==> config.mk <==
export PLATFORM = sky130hd
export DESIGN_NAME = rom_loader
export DESIGN_NICKNAME = d
export VERILOG_FILES = /design/src/source/rom_loader_pkg.sv /design/src/source/ioctl_synchronizer.sv /design/src/source/reset_sequencer.sv /design/src/source/word_packer.sv /design/src/source/rom_loader.sv
export SDC_FILE = /design/constraint.sdc
export NUM_CORES = 1
export LEC_CHECK = 0
export BUFFER_PORTS_ARGS = -buffer_cell sky130_fd_sc_hd__clkbuf_2
export CORE_MARGIN = 10
export CORE_UTILIZATION = 45
export DETAILED_ROUTE_END_ITERATION = 12
export GPL_ROUTABILITY_DRIVEN = 0
export PLACE_DENSITY_LB_ADDON = 0.1
export SLEW_MARGIN = 20
export SYNTH_ARGS = -nofsm -noshare
export SYNTH_HDL_FRONTEND = slang
export SYNTH_SLANG_ARGS = --single-unit
export TNS_END_PERCENT = 1
==> constraint.sdc <==
create_clock -name system_clock -period 7.67 [get_ports system_clock]
set_clock_uncertainty 0.05 [all_clocks]
set_input_delay 0.767 -clock system_clock [delete_from_list [all_inputs] [get_ports system_clock]]
set_output_delay 0.767 -clock system_clock [all_outputs]
set_load 0.005 [all_outputs]
==> src/source/rom_loader_pkg.sv <==
/*
 * ROM loader shared definitions
 * Bus widths, reset counter limits and the FSM state encodings
 */

package rom_loader_pkg;

	//////////////////////////////////////////////////////////////////////
	// Host download port
	//////////////////////////////////////////////////////////////////////

	// Byte address from the host
	localparam int host_addr_width = 25;
	// One host word per write strobe
	localparam int host_data_width = 16;

	//////////////////////////////////////////////////////////////////////
	// Wishbone side
	//////////////////////////////////////////////////////////////////////

	// Two host words per bus word
	localparam int bus_data_width = 32;
	// Word address, byte address divided by four
	localparam int bus_addr_width = host_addr_width - 2;

	//////////////////////////////////////////////////////////////////////
	// Reset counters and input registers
	//////////////////////////////////////////////////////////////////////

	localparam int reset_count_width = 8;
	// Both counters stop here
	localparam logic [reset_count_width-1:0] reset_count_final = 8'd255;

	// Register stages on host data and address
	// The strobe runs one stage deeper for the edge detect
	localparam int sync_stages = 2;

	// Packer FSM
	typedef enum logic [1:0] {
		collect_low,
		collect_high,
		bus_write
	} pack_state_t;

	// Download hold FSM
	typedef enum logic [1:0] {
		hold_armed,
		hold_counting,
		hold_done
	} hold_state_t;

endpackage

==> src/source/ioctl_synchronizer.sv <==
/*
 * Host port input registers
 * Brings the download port into system_clock and flags each write strobe
 */

`timescale 1ns/1ns

module ioctl_synchronizer (
	input  logic                                        system_clock,
	input  logic                                        hardware_reset,
	input  logic                                        ioctl_download,
	input  logic                                        ioctl_wr,
	input  logic [rom_loader_pkg::host_addr_width-1:0]  ioctl_addr,
	input  logic [rom_loader_pkg::host_data_width-1:0]  ioctl_dout,
	output logic                                        sync_download,
	output logic                                        write_edge,
	output logic [rom_loader_pkg::host_addr_width-1:0]  sync_addr,
	output logic [rom_loader_pkg::host_data_width-1:0]  sync_data
);

	import rom_loader_pkg::*;

	// Strobe history with the newest sample in bit 0
	logic [sync_stages:0] wr_stage;

	// Payload pipelines with the first stage at index 0
	logic [host_data_width-1:0] data_stage [sync_stages];
	logic [host_addr_width-1:0] addr_stage [sync_stages];

	//////////////////////////////////////////////////////////////////////
	// Control registers
	//////////////////////////////////////////////////////////////////////

	always_ff @(posedge system_clock) begin
		if (hardware_reset) begin
			wr_stage      <= '0;
			sync_download <= 1'b0;
		end else begin
			wr_stage      <= {wr_stage[sync_stages-1:0], ioctl_wr};
			// Download level lags the pin by one clock
			sync_download <= ioctl_download;
		end
	end

	// Data and address move along with the strobe
	always_ff @(posedge system_clock) begin
		data_stage[0] <= ioctl_dout;
		addr_stage[0] <= ioctl_addr;
		for (int i = 1; i < sync_stages; i++) begin
			data_stage[i] <= data_stage[i-1];
			addr_stage[i] <= addr_stage[i-1];
		end
	end

	// Low then high in the two oldest strobe samples
	// Lines up with the data sampled with the first high strobe
	assign write_edge = wr_stage[sync_stages-1] & ~wr_stage[sync_stages];

	assign sync_data = data_stage[sync_stages-1];
	assign sync_addr = addr_stage[sync_stages-1];

endmodule

==> src/source/reset_sequencer.sv <==
/*
 * Reset sequencer
 * Holds the host at the start of a download, then holds system_reset after it
 */

`timescale 1ns/1ns

module reset_sequencer (
	input  logic system_clock,
	input  logic hardware_reset,
	input  logic sync_download,
	output logic hold_wait,
	output logic system_reset
);

	import rom_loader_pkg::*;

	hold_state_t hold_state;

	// Download hold count
	logic [reset_count_width-1:0] hold_count;
	// Post download system reset count
	logic [reset_count_width-1:0] system_count;

	logic hold_active;
	logic system_count_done;

	assign hold_active       = (hold_state == hold_counting);
	assign system_count_done = (system_count == reset_count_final);

	//////////////////////////////////////////////////////////////////////
	// Download hold FSM
	//////////////////////////////////////////////////////////////////////

	always_ff @(posedge system_clock) begin
		if (hardware_reset) begin
			hold_state <= hold_armed;
			hold_count <= '0;
		end else begin
			case (hold_state)
				hold_armed: begin
					// First download cycle starts the hold
					hold_count <= '0;
					if (sync_download) begin
						hold_state <= hold_counting;
					end
				end
				hold_counting: begin
					if (hold_count != reset_count_final) begin
						hold_count <= hold_count + 1'b1;
					end else begin
						// Count complete, release the host
						hold_state <= hold_done;
					end
				end
				hold_done: begin
					// Re-arm once the system reset has run out
					if (system_count_done) begin
						hold_state <= hold_armed;
					end
				end
				default: begin
					hold_state <= hold_armed;
				end
			endcase
		end
	end

	//////////////////////////////////////////////////////////////////////
	// System reset counter
	//////////////////////////////////////////////////////////////////////

	always_ff @(posedge system_clock) begin
		if (hardware_reset) begin
			system_count <= '0;
		end else if (sync_download || hold_active) begin
			// Kept at zero through the download and its hold
			system_count <= '0;
		end else if (!system_count_done) begin
			system_count <= system_count + 1'b1;
		end
	end

	// Host waits for the whole hold count
	assign hold_wait = hold_active;

	// Released once the counter reaches its limit
	assign system_reset = !system_count_done;

endmodule

==> src/source/word_packer.sv <==
/*
 * Word packer
 * Joins pairs of host words and writes each one out as a Wishbone classic write
 */

`timescale 1ns/1ns

module word_packer (
	input  logic                                        system_clock,
	input  logic                                        hardware_reset,
	input  logic                                        sync_download,
	input  logic                                        write_edge,
	input  logic [rom_loader_pkg::host_addr_width-1:0]  sync_addr,
	input  logic [rom_loader_pkg::host_data_width-1:0]  sync_data,
	output logic                                        wb_cyc,
	output logic [rom_loader_pkg::bus_addr_width-1:0]   wb_adr,
	output logic [rom_loader_pkg::bus_data_width-1:0]   wb_dat,
	input  logic                                        wb_ack,
	output logic                                        pack_wait
);

	import rom_loader_pkg::*;

	pack_state_t pack_state;

	// Half selects within the bus word
	localparam int low_top  = host_data_width - 1;
	localparam int high_top = bus_data_width - 1;

	logic take_low;
	logic take_high;

	// Strobes only count while the download is on
	assign take_low  = sync_download && write_edge && (pack_state == collect_low);
	assign take_high = sync_download && write_edge && (pack_state == collect_high);

	//////////////////////////////////////////////////////////////////////
	// Packer FSM
	//////////////////////////////////////////////////////////////////////

	always_ff @(posedge system_clock) begin
		if (hardware_reset) begin
			pack_state <= collect_low;
		end else if (!sync_download) begin
			// Download ended, abandon any half word or transfer
			pack_state <= collect_low;
		end else begin
			case (pack_state)
				collect_low: begin
					if (write_edge) begin
						pack_state <= collect_high;
					end
				end
				collect_high: begin
					// Second half completes the word
					if (write_edge) begin
						pack_state <= bus_write;
					end
				end
				bus_write: begin
					// Strobes are ignored here, the host is stopped
					if (wb_ack) begin
						pack_state <= collect_low;
					end
				end
				default: begin
					pack_state <= collect_low;
				end
			endcase
		end
	end

	//////////////////////////////////////////////////////////////////////
	// Bus word and address
	//////////////////////////////////////////////////////////////////////

	always_ff @(posedge system_clock) begin
		if (take_low) begin
			wb_dat[low_top:0] <= sync_data;
			// Byte address of the first half, divided by four
			wb_adr <= sync_addr[host_addr_width-1:2];
		end
		if (take_high) begin
			wb_dat[high_top:host_data_width] <= sync_data;
		end
	end

	// One classic write, held until acknowledged
	assign wb_cyc = (pack_state == bus_write);

	// Host stays stopped for the whole transfer
	assign pack_wait = wb_cyc;

endmodule

==> src/source/rom_loader.sv <==
/*
 * ROM loader top level
 * Host download port in, Wishbone writes and the system reset out
 */

`timescale 1ns/1ns

module rom_loader (
	input  logic                                        system_clock,
	input  logic                                        hardware_reset,
	input  logic                                        ioctl_download,
	input  logic                                        ioctl_wr,
	input  logic [rom_loader_pkg::host_addr_width-1:0]  ioctl_addr,
	input  logic [rom_loader_pkg::host_data_width-1:0]  ioctl_dout,
	output logic                                        ioctl_wait,
	output logic                                        wb_cyc,
	output logic [rom_loader_pkg::bus_addr_width-1:0]   wb_adr,
	output logic [rom_loader_pkg::bus_data_width-1:0]   wb_dat,
	input  logic                                        wb_ack,
	output logic                                        system_reset
);

	import rom_loader_pkg::*;

	// Registered host port
	logic                       sync_download;
	logic                       write_edge;
	logic [host_addr_width-1:0] sync_addr;
	logic [host_data_width-1:0] sync_data;

	// Wait requests from the packer and the sequencer
	logic pack_wait;
	logic hold_wait;

	//////////////////////////////////////////////////////////////////////
	// Host input registers
	//////////////////////////////////////////////////////////////////////

	ioctl_synchronizer u_ioctl_synchronizer (
		.system_clock   (system_clock),
		.hardware_reset (hardware_reset),
		.ioctl_download (ioctl_download),
		.ioctl_wr       (ioctl_wr),
		.ioctl_addr     (ioctl_addr),
		.ioctl_dout     (ioctl_dout),
		.sync_download  (sync_download),
		.write_edge     (write_edge),
		.sync_addr      (sync_addr),
		.sync_data      (sync_data)
	);

	// Two host words per Wishbone write
	word_packer u_word_packer (
		.system_clock   (system_clock),
		.hardware_reset (hardware_reset),
		.sync_download  (sync_download),
		.write_edge     (write_edge),
		.sync_addr      (sync_addr),
		.sync_data      (sync_data),
		.wb_cyc         (wb_cyc),
		.wb_adr         (wb_adr),
		.wb_dat         (wb_dat),
		.wb_ack         (wb_ack),
		.pack_wait      (pack_wait)
	);

	// Download hold and system reset
	reset_sequencer u_reset_sequencer (
		.system_clock   (system_clock),
		.hardware_reset (hardware_reset),
		.sync_download  (sync_download),
		.hold_wait      (hold_wait),
		.system_reset   (system_reset)
	);

	// Either block can stop the host
	assign ioctl_wait = pack_wait | hold_wait;

endmodule

==> results_dict.tcl, run 1 <==
set metrics [dict create \
    die-height_um 118 \
    cts_max_level 4 \
    p_sw_mw 0.386 \
    synth_top_family_by_area "simple AND/OR/NAND/NOR gates" \
    syn_avg_cell_area_um2 16.9 \
    synth_warnings 0 \
    synth-seq-area-share 0.855 \
    dieArea_um2 13900 \
    slew_viol_final 0 \
    p_leak_nw 2.27 \
    utilization 0.599 \
    layout_commonest_cell "dfxtp_1" \
    final.min_clock_period_ns 2.58 \
    pwr_density_cell_nw_per_um2 308 \
    port_buffers 101 \
    whs_path_depth 0 \
    syn_area_um2 4320 \
    worstPathArrival_ns 1.77 \
    cts-resized-gates 0 \
    post_drt_wl_per_cell_um 14.3 \
    cts_buffers 17 \
    final_cell_mix "dfxtp_1 (102), clkbuf_2 (101), edfxtp_1 (55), clkbuf_16 (16), nor2_1 (13)" \
    dp_hpwl_mm 5.15 \
    timing_worst_setup_path_type "reg -> out" \
    fillers 759 \
    ys_ff_latch 157 \
    io_pins 104 \
    hold_viol_final 0 \
    min_from "u_ioctl_synchronizer.data_stage[0][9]$_DFF_P_" \
    tns_ns 0 \
    cts-root-buf "clkbuf_8" \
    nets 421 \
    worst_pin_slew_ns 0.524 \
    timing.rr.start "u_reset_sequencer.hold_count[0]$_SDFFE_PP0P_" \
    cp-end-kind "output port" \
    yosysUniqueCellTypes 43 \
    diodes 0 \
    synth_adder_area_share 0.00579 \
    clockPowerShare 0.456 \
    globalRouteTotalUtil 0.110 \
    p_int_mw 1.33 \
    drv_cap 0 \
    viasPerCell 4.49 \
    synth_compound_area_frac 0.0478 \
    cp.required_ns 6.85 \
    ir_worst_vdd_mv 0.169 \
    p_comb_frac 0.019 \
    area.growth.synth_to_final_pct 28.8 \
    muxShareOfSynthArea 0.00232 \
    cp-start-kind "flop" \
    syn_nets 303 \
    clockBufferDepth 2 \
    grt_pass1_wl_mm 11.8 \
    antenna_found_initial 0 \
    cts_setup_buffers 0 \
    hold_class "reg -> reg" \
    final_antenna_net_count 0 \
    cts_tree "done" \
    layout-drive-gt1-share 0.370 \
    route.detailed.drc 0 \
    clock_latency_ns 0.50 \
    timing.rr.end "u_reset_sequencer.hold_count[5]$_SDFFE_PP0P_" \
    drt_pre_antenna_iters 5 \
    dieWidth_um 118 \
    status "finished clean" \
    cts_hold_buf 0 \
    pwr-share-seq 0.525 \
    clk_pin_slew_worst_paths_ns 0.07 \
    period_share 0.337 \
    netlist_instances 255 \
    max-slew-margin-rel 0.651 \
    top_usage_layer "met2" \
    clkSinkCount 157 \
    grt_setup_unrepaired "no" \
    grt_use_met1 0.117 \
    fmaxAchievable_mhz 387 \
    min_to "u_ioctl_synchronizer.data_stage[0][25]$_DFF_P_" \
    vias 2314 \
    switching_share 0.225 \
    core_um2 9280 \
    drt_iter0_drc 114 \
    grt_max_degree 40 \
    rows 35 \
    synthSimpleGateAreaFrac 0.0675 \
    worst-r2r-setup-slack_ns 5.95 \
    drt_wl_total_mm 7.34 \
    synth_xor_area_frac 0.0122 \
    met3_usage 0.0600 \
    grt_overflow 0 \
    rr_worst_depth 5 \
    grt_pass1_vias 2296 \
    globalRouteMet2Util 0.173 \
    initial_utilization 0.465 \
    cp_max_fo 8 \
    setup_viol 0 \
]
## final cells by class
class                      instances  area, um^2  area share
timing repair buffer             103         520      0.0936
sequential                       157        3690       0.664
multi-input combinational         90         591       0.106
tap                              129         161      0.0290
inverter                           4        15.0     0.00270
clock inverter                    15         168      0.0301
clock buffer                      17         414      0.0744
## metal layers
layer / wire length [um] / up-vias
li1: - / 1157
met1: 2990 / 1070
met2: 3600 / 79
met3: 679 / 8
met4: 75 / 0
met5: 0 / -
## flip-flops by register name (all words and copies together), names as in the netlist
register and flops:
u_ioctl_synchronizer.wr_stage 3, u_reset_sequencer.hold_count 8, u_ioctl_synchronizer.sync_download 1, u_reset_sequencer.hold_state 2, u_word_packer.pack_state 2, u_ioctl_synchronizer.data_stage 32, u_word_packer.wb_adr 23, u_reset_sequencer.system_count 8
u_ioctl_synchronizer.addr_stage 46, u_word_packer.wb_dat 32
## synthesized netlist by cell type
cell type,number,area [um^2]
dfxtp_1,102,2040
edfxtp_1,55,1650
nor2_1,13,48.8
a21oi_1,9,45.0
nand2_1,7,26.3
nand3_1,6,30.0
nor2b_1,6,37.5
and3_1,4,25.0
inv_1,4,15.0
nor3_1,4,20.0
xnor2_1,4,35.0
nand2b_1,3,18.8
o21ai_0,3,15.0
a41oi_1,2,17.5
and4_1,2,17.5
buf_2,2,10.0
ha_1,2,25.0
xor2_1,2,17.5
a211oi_1,1,7.51
a211oi_2,1,12.5
a21oi_4,1,16.3
a221oi_2,1,15.0
a22oi_1,1,7.51
a2bb2oi_1,1,8.76
a311oi_1,1,8.76
a31o_2,1,8.76
a31oi_2,1,12.5
a32o_1,1,10.0
and2_1,1,6.26
and2b_1,1,7.51
buf_6,1,11.3
clkbuf_1,1,3.75
mux2i_1,1,10.0
nand2b_2,1,8.76
nand3_2,1,10.0
nand4_1,1,6.26
nand4b_1,1,8.76
nor3b_1,1,7.51
nor4_1,1,6.26
o21ai_1,1,5.00
o22ai_1,1,6.26
o311a_1,1,10.0
or3_1,1,6.26
## per-stage QoR
step | instance area, um^2 | hold WS (ns) | power, mW | setup WS, ns | std cells
finish | 5560 | 0.273 | 1.71 | 5.09 | 515
global route | 5560 | 0.263 | 1.78 | 4.93 | 515
CTS | 5560 | 0.274 | 1.74 | 5.06 | 515
detailed placement | 4980 | 0.262 | 0.951 | 5.62 | 483
global placement | 4980 | 0.260 | 0.948 | 5.64 | 483
floorplan | 4320 | 0.260 | 0.931 | 3.70 | 255
## worst max-delay path, cell delays in order (launching register included)
cell and delay [ns]:
dfxtp_1 0.36, ha_1 0.21, and4_1 0.28, nand3_2 0.23, clkbuf_2 0.18
## power groups by stage
stage | Combinational (mW) | Clock (mW) | Sequential, mW
6_report | 0.0329 | 0.782 | 0.899
5_1_grt | 0.0376 | 0.842 | 0.901
4_1_cts | 0.0337 | 0.808 | 0.899
3_5_place_dp | 0.0335 | 0 | 0.918
3_3_place_gp | 0.0328 | 0 | 0.915
2_1_floorplan | 0.0171 | 0 | 0.914
## cells by family after synthesis
logic type / Yosys count
DFF: 157
adders and majority gates: 2
xor gates and xnor gates: 6
and+or+nand+nor: 54
muxes: 1
AOI/OAI and AO/OA: 27
buffers and inverters: 8
## how the worst max path moves through the flow
stage | startpoint | endpoint | cells past startpoint
2_1_floorplan | u_ioctl_synchronizer.wr_stage[1]$_SDFF_PP0_ | u_word_packer.wb_adr[0]$_DFFE_PP_ | 2
3_3_place_gp | u_reset_sequencer.system_count[0]$_SDFFE_PP0P_ | system_reset | 4
3_5_place_dp | u_reset_sequencer.system_count[0]$_SDFFE_PP0P_ | system_reset | 4
4_1_cts | u_reset_sequencer.system_count[0]$_SDFFE_PP0P_ | system_reset | 4
5_1_grt | u_reset_sequencer.system_count[0]$_SDFFE_PP0P_ | system_reset | 4
6_report | u_reset_sequencer.system_count[0]$_SDFFE_PP0P_ | system_reset | 4
(Power assumes the default switching activity.)
==> run 2: changes to the inputs <==
clock period = 2.5 ns   (was 7.67 ns; I/O delays follow)
==> results_dict.tcl, run 2 (synthesized netlist as in run 1, its figures left out) <==
set metrics [dict create \
    grt_pass1_wl_mm 12.9 \
    die-height_um 118 \
    io_pins 104 \
    cp_max_fo 8 \
    cp.required_ns 2.20 \
    timing_worst_setup_path_type "reg -> out" \
    largest_reg_flops 46 \
    clock_latency_ns 0.51 \
    grt_pass1_vias 2521 \
    final_cell_mix "dfxtp_1 (102), clkbuf_2 (101), edfxtp_1 (55), dlygate4sd3_1 (41), clkbuf_16 (16)" \
    top_register "u_ioctl_synchronizer.addr_stage" \
    viasPerCell 4.36 \
    rows 35 \
    port_buffers 101 \
    place_inst 483 \
    hold_viol_final 0 \
    grt_setup_unrepaired "no" \
    route.detailed.drc 0 \
    drt_pre_antenna_iters 4 \
    status "finished clean" \
    core_um2 9280 \
    pre_cts_ws_ns 0.760 \
    vias 2423 \
    clkSinkCount 157 \
    utilization 0.644 \
    layout_commonest_cell "dfxtp_1" \
    reg_top3 "u_ioctl_synchronizer.addr_stage x46, u_ioctl_synchronizer.data_stage x32, u_word_packer.wb_dat x32" \
    slew_viol_final 0 \
    cts_tree "done" \
    area.growth.synth_to_final_pct 38.5 \
    setup_viol 0 \
    cp-start-kind "flop" \
    ir_worst_vdd_mv 0.440 \
    fmaxAchievable_mhz 493 \
    final.min_clock_period_ns 2.03 \
    grt_overflow 0 \
    drt_iter0_drc 123 \
    worst_pin_slew_ns 0.535 \
    tns_ns 0 \
    dieWidth_um 118 \
    drt_wl_total_mm 7.94 \
    clockBufferDepth 2 \
    stdcell_count 556 \
    cts_max_level 4 \
    dieArea_um2 13900 \
    post_drt_wl_per_cell_um 14.3 \
    period_share 0.811 \
    whs_ns 0.0628 \
    drv_cap 0 \
    initial_utilization 0.465 \
    layout-drive-gt1-share 0.335 \
    cts-resized-gates 0 \
    cts_buffers 17 \
    cp-end-kind "output port" \
    dp_hpwl_mm 5.07 \
    fin_ws_ns 0.472 \
    globalRouteTotalUtil 0.117 \
    diodes 0 \
    nets 462 \
    clk_pin_slew_worst_paths_ns 0.07 \
    grt_max_degree 40 \
    hold_class "in -> reg" \
    antenna_found_initial 0 \
    cts-root-buf "clkbuf_8" \
    pwr_density_cell_nw_per_um2 889 \
    max-slew-margin-rel 0.643 \
    p_leak_nw 2.44 \
    final_antenna_net_count 0 \
    worstPathArrival_ns 1.73 \
]
run 2: cell count changes in the layout (fill, tap and decap cells not counted), sizes merged:
cell,delta
inv,-2
clkinv,+1
dlygate4sd3,+41
clkinvlp,+1
run 2: power breakdown:
| part | internal [mW] | switching [mW] |
|---|---|---|
| logic | 0.0929 | 0.0613 |
| registers | 2.73 | 0.0316 |
| clock network | 1.29 | 1.12 |
run 2: metal layers:
layer / vias up / GRT usage / part of all wire
met5: - / 0 / 0
met4: 0 / 0.0556 / 0.012
met3: 9 / 0.0542 / 0.062
met2: 65 / 0.190 / 0.49
met1: 1120 / 0.128 / 0.44
li1: 1229 / - / -
run 2: through the flow:
step	power [mW]	cell area [um^2]
finish	5.32	5980
global route	5.54	5980
CTS	5.39	5980
detailed placement	2.92	4990
global placement	2.91	4990
floorplan	2.86	4330
run 2: repair_timing:
action                    4_1_cts  5_1_grt
hold buffers                   41        0
hold endpoints to repair       41        0
buffers inserted                0        0
run 2: worst max-delay path, cell delays in order, from the launching register on:
cell      delay [ns]
dfxtp_1         0.36
ha_1            0.21
and4_1          0.27
nand3_2         0.20
clkbuf_2        0.17
run 2: cell type report:
type                    instances  area (um^2)
clock inverters                15          170
flip-flops and latches        157         3690
clock buffers                  17          414
repair buffers                144          931
well taps                     129          161
fillers                       725         3300
multi-input cells              90          597
inverters                       4         15.0
run 2: worst paths after layout:
kind | startpoint | to | slack (ns) | cells past startpoint
min | wb_ack | u_word_packer.pack_state[1]$_SDFFE_PP0P_ | 0.06 | 3
min reg2reg | u_ioctl_synchronizer.data_stage[0][10]$_DFF_P_ | u_ioctl_synchronizer.data_stage[0][26]$_DFF_P_ | 0.27 | 0
max | u_reset_sequencer.system_count[0]$_SDFFE_PP0P_ | system_reset | 0.47 | 4
max reg2reg | u_reset_sequencer.hold_count[0]$_SDFFE_PP0P_ | u_reset_sequencer.hold_count[3]$_SDFFE_PP0P_ | 0.75 | 5
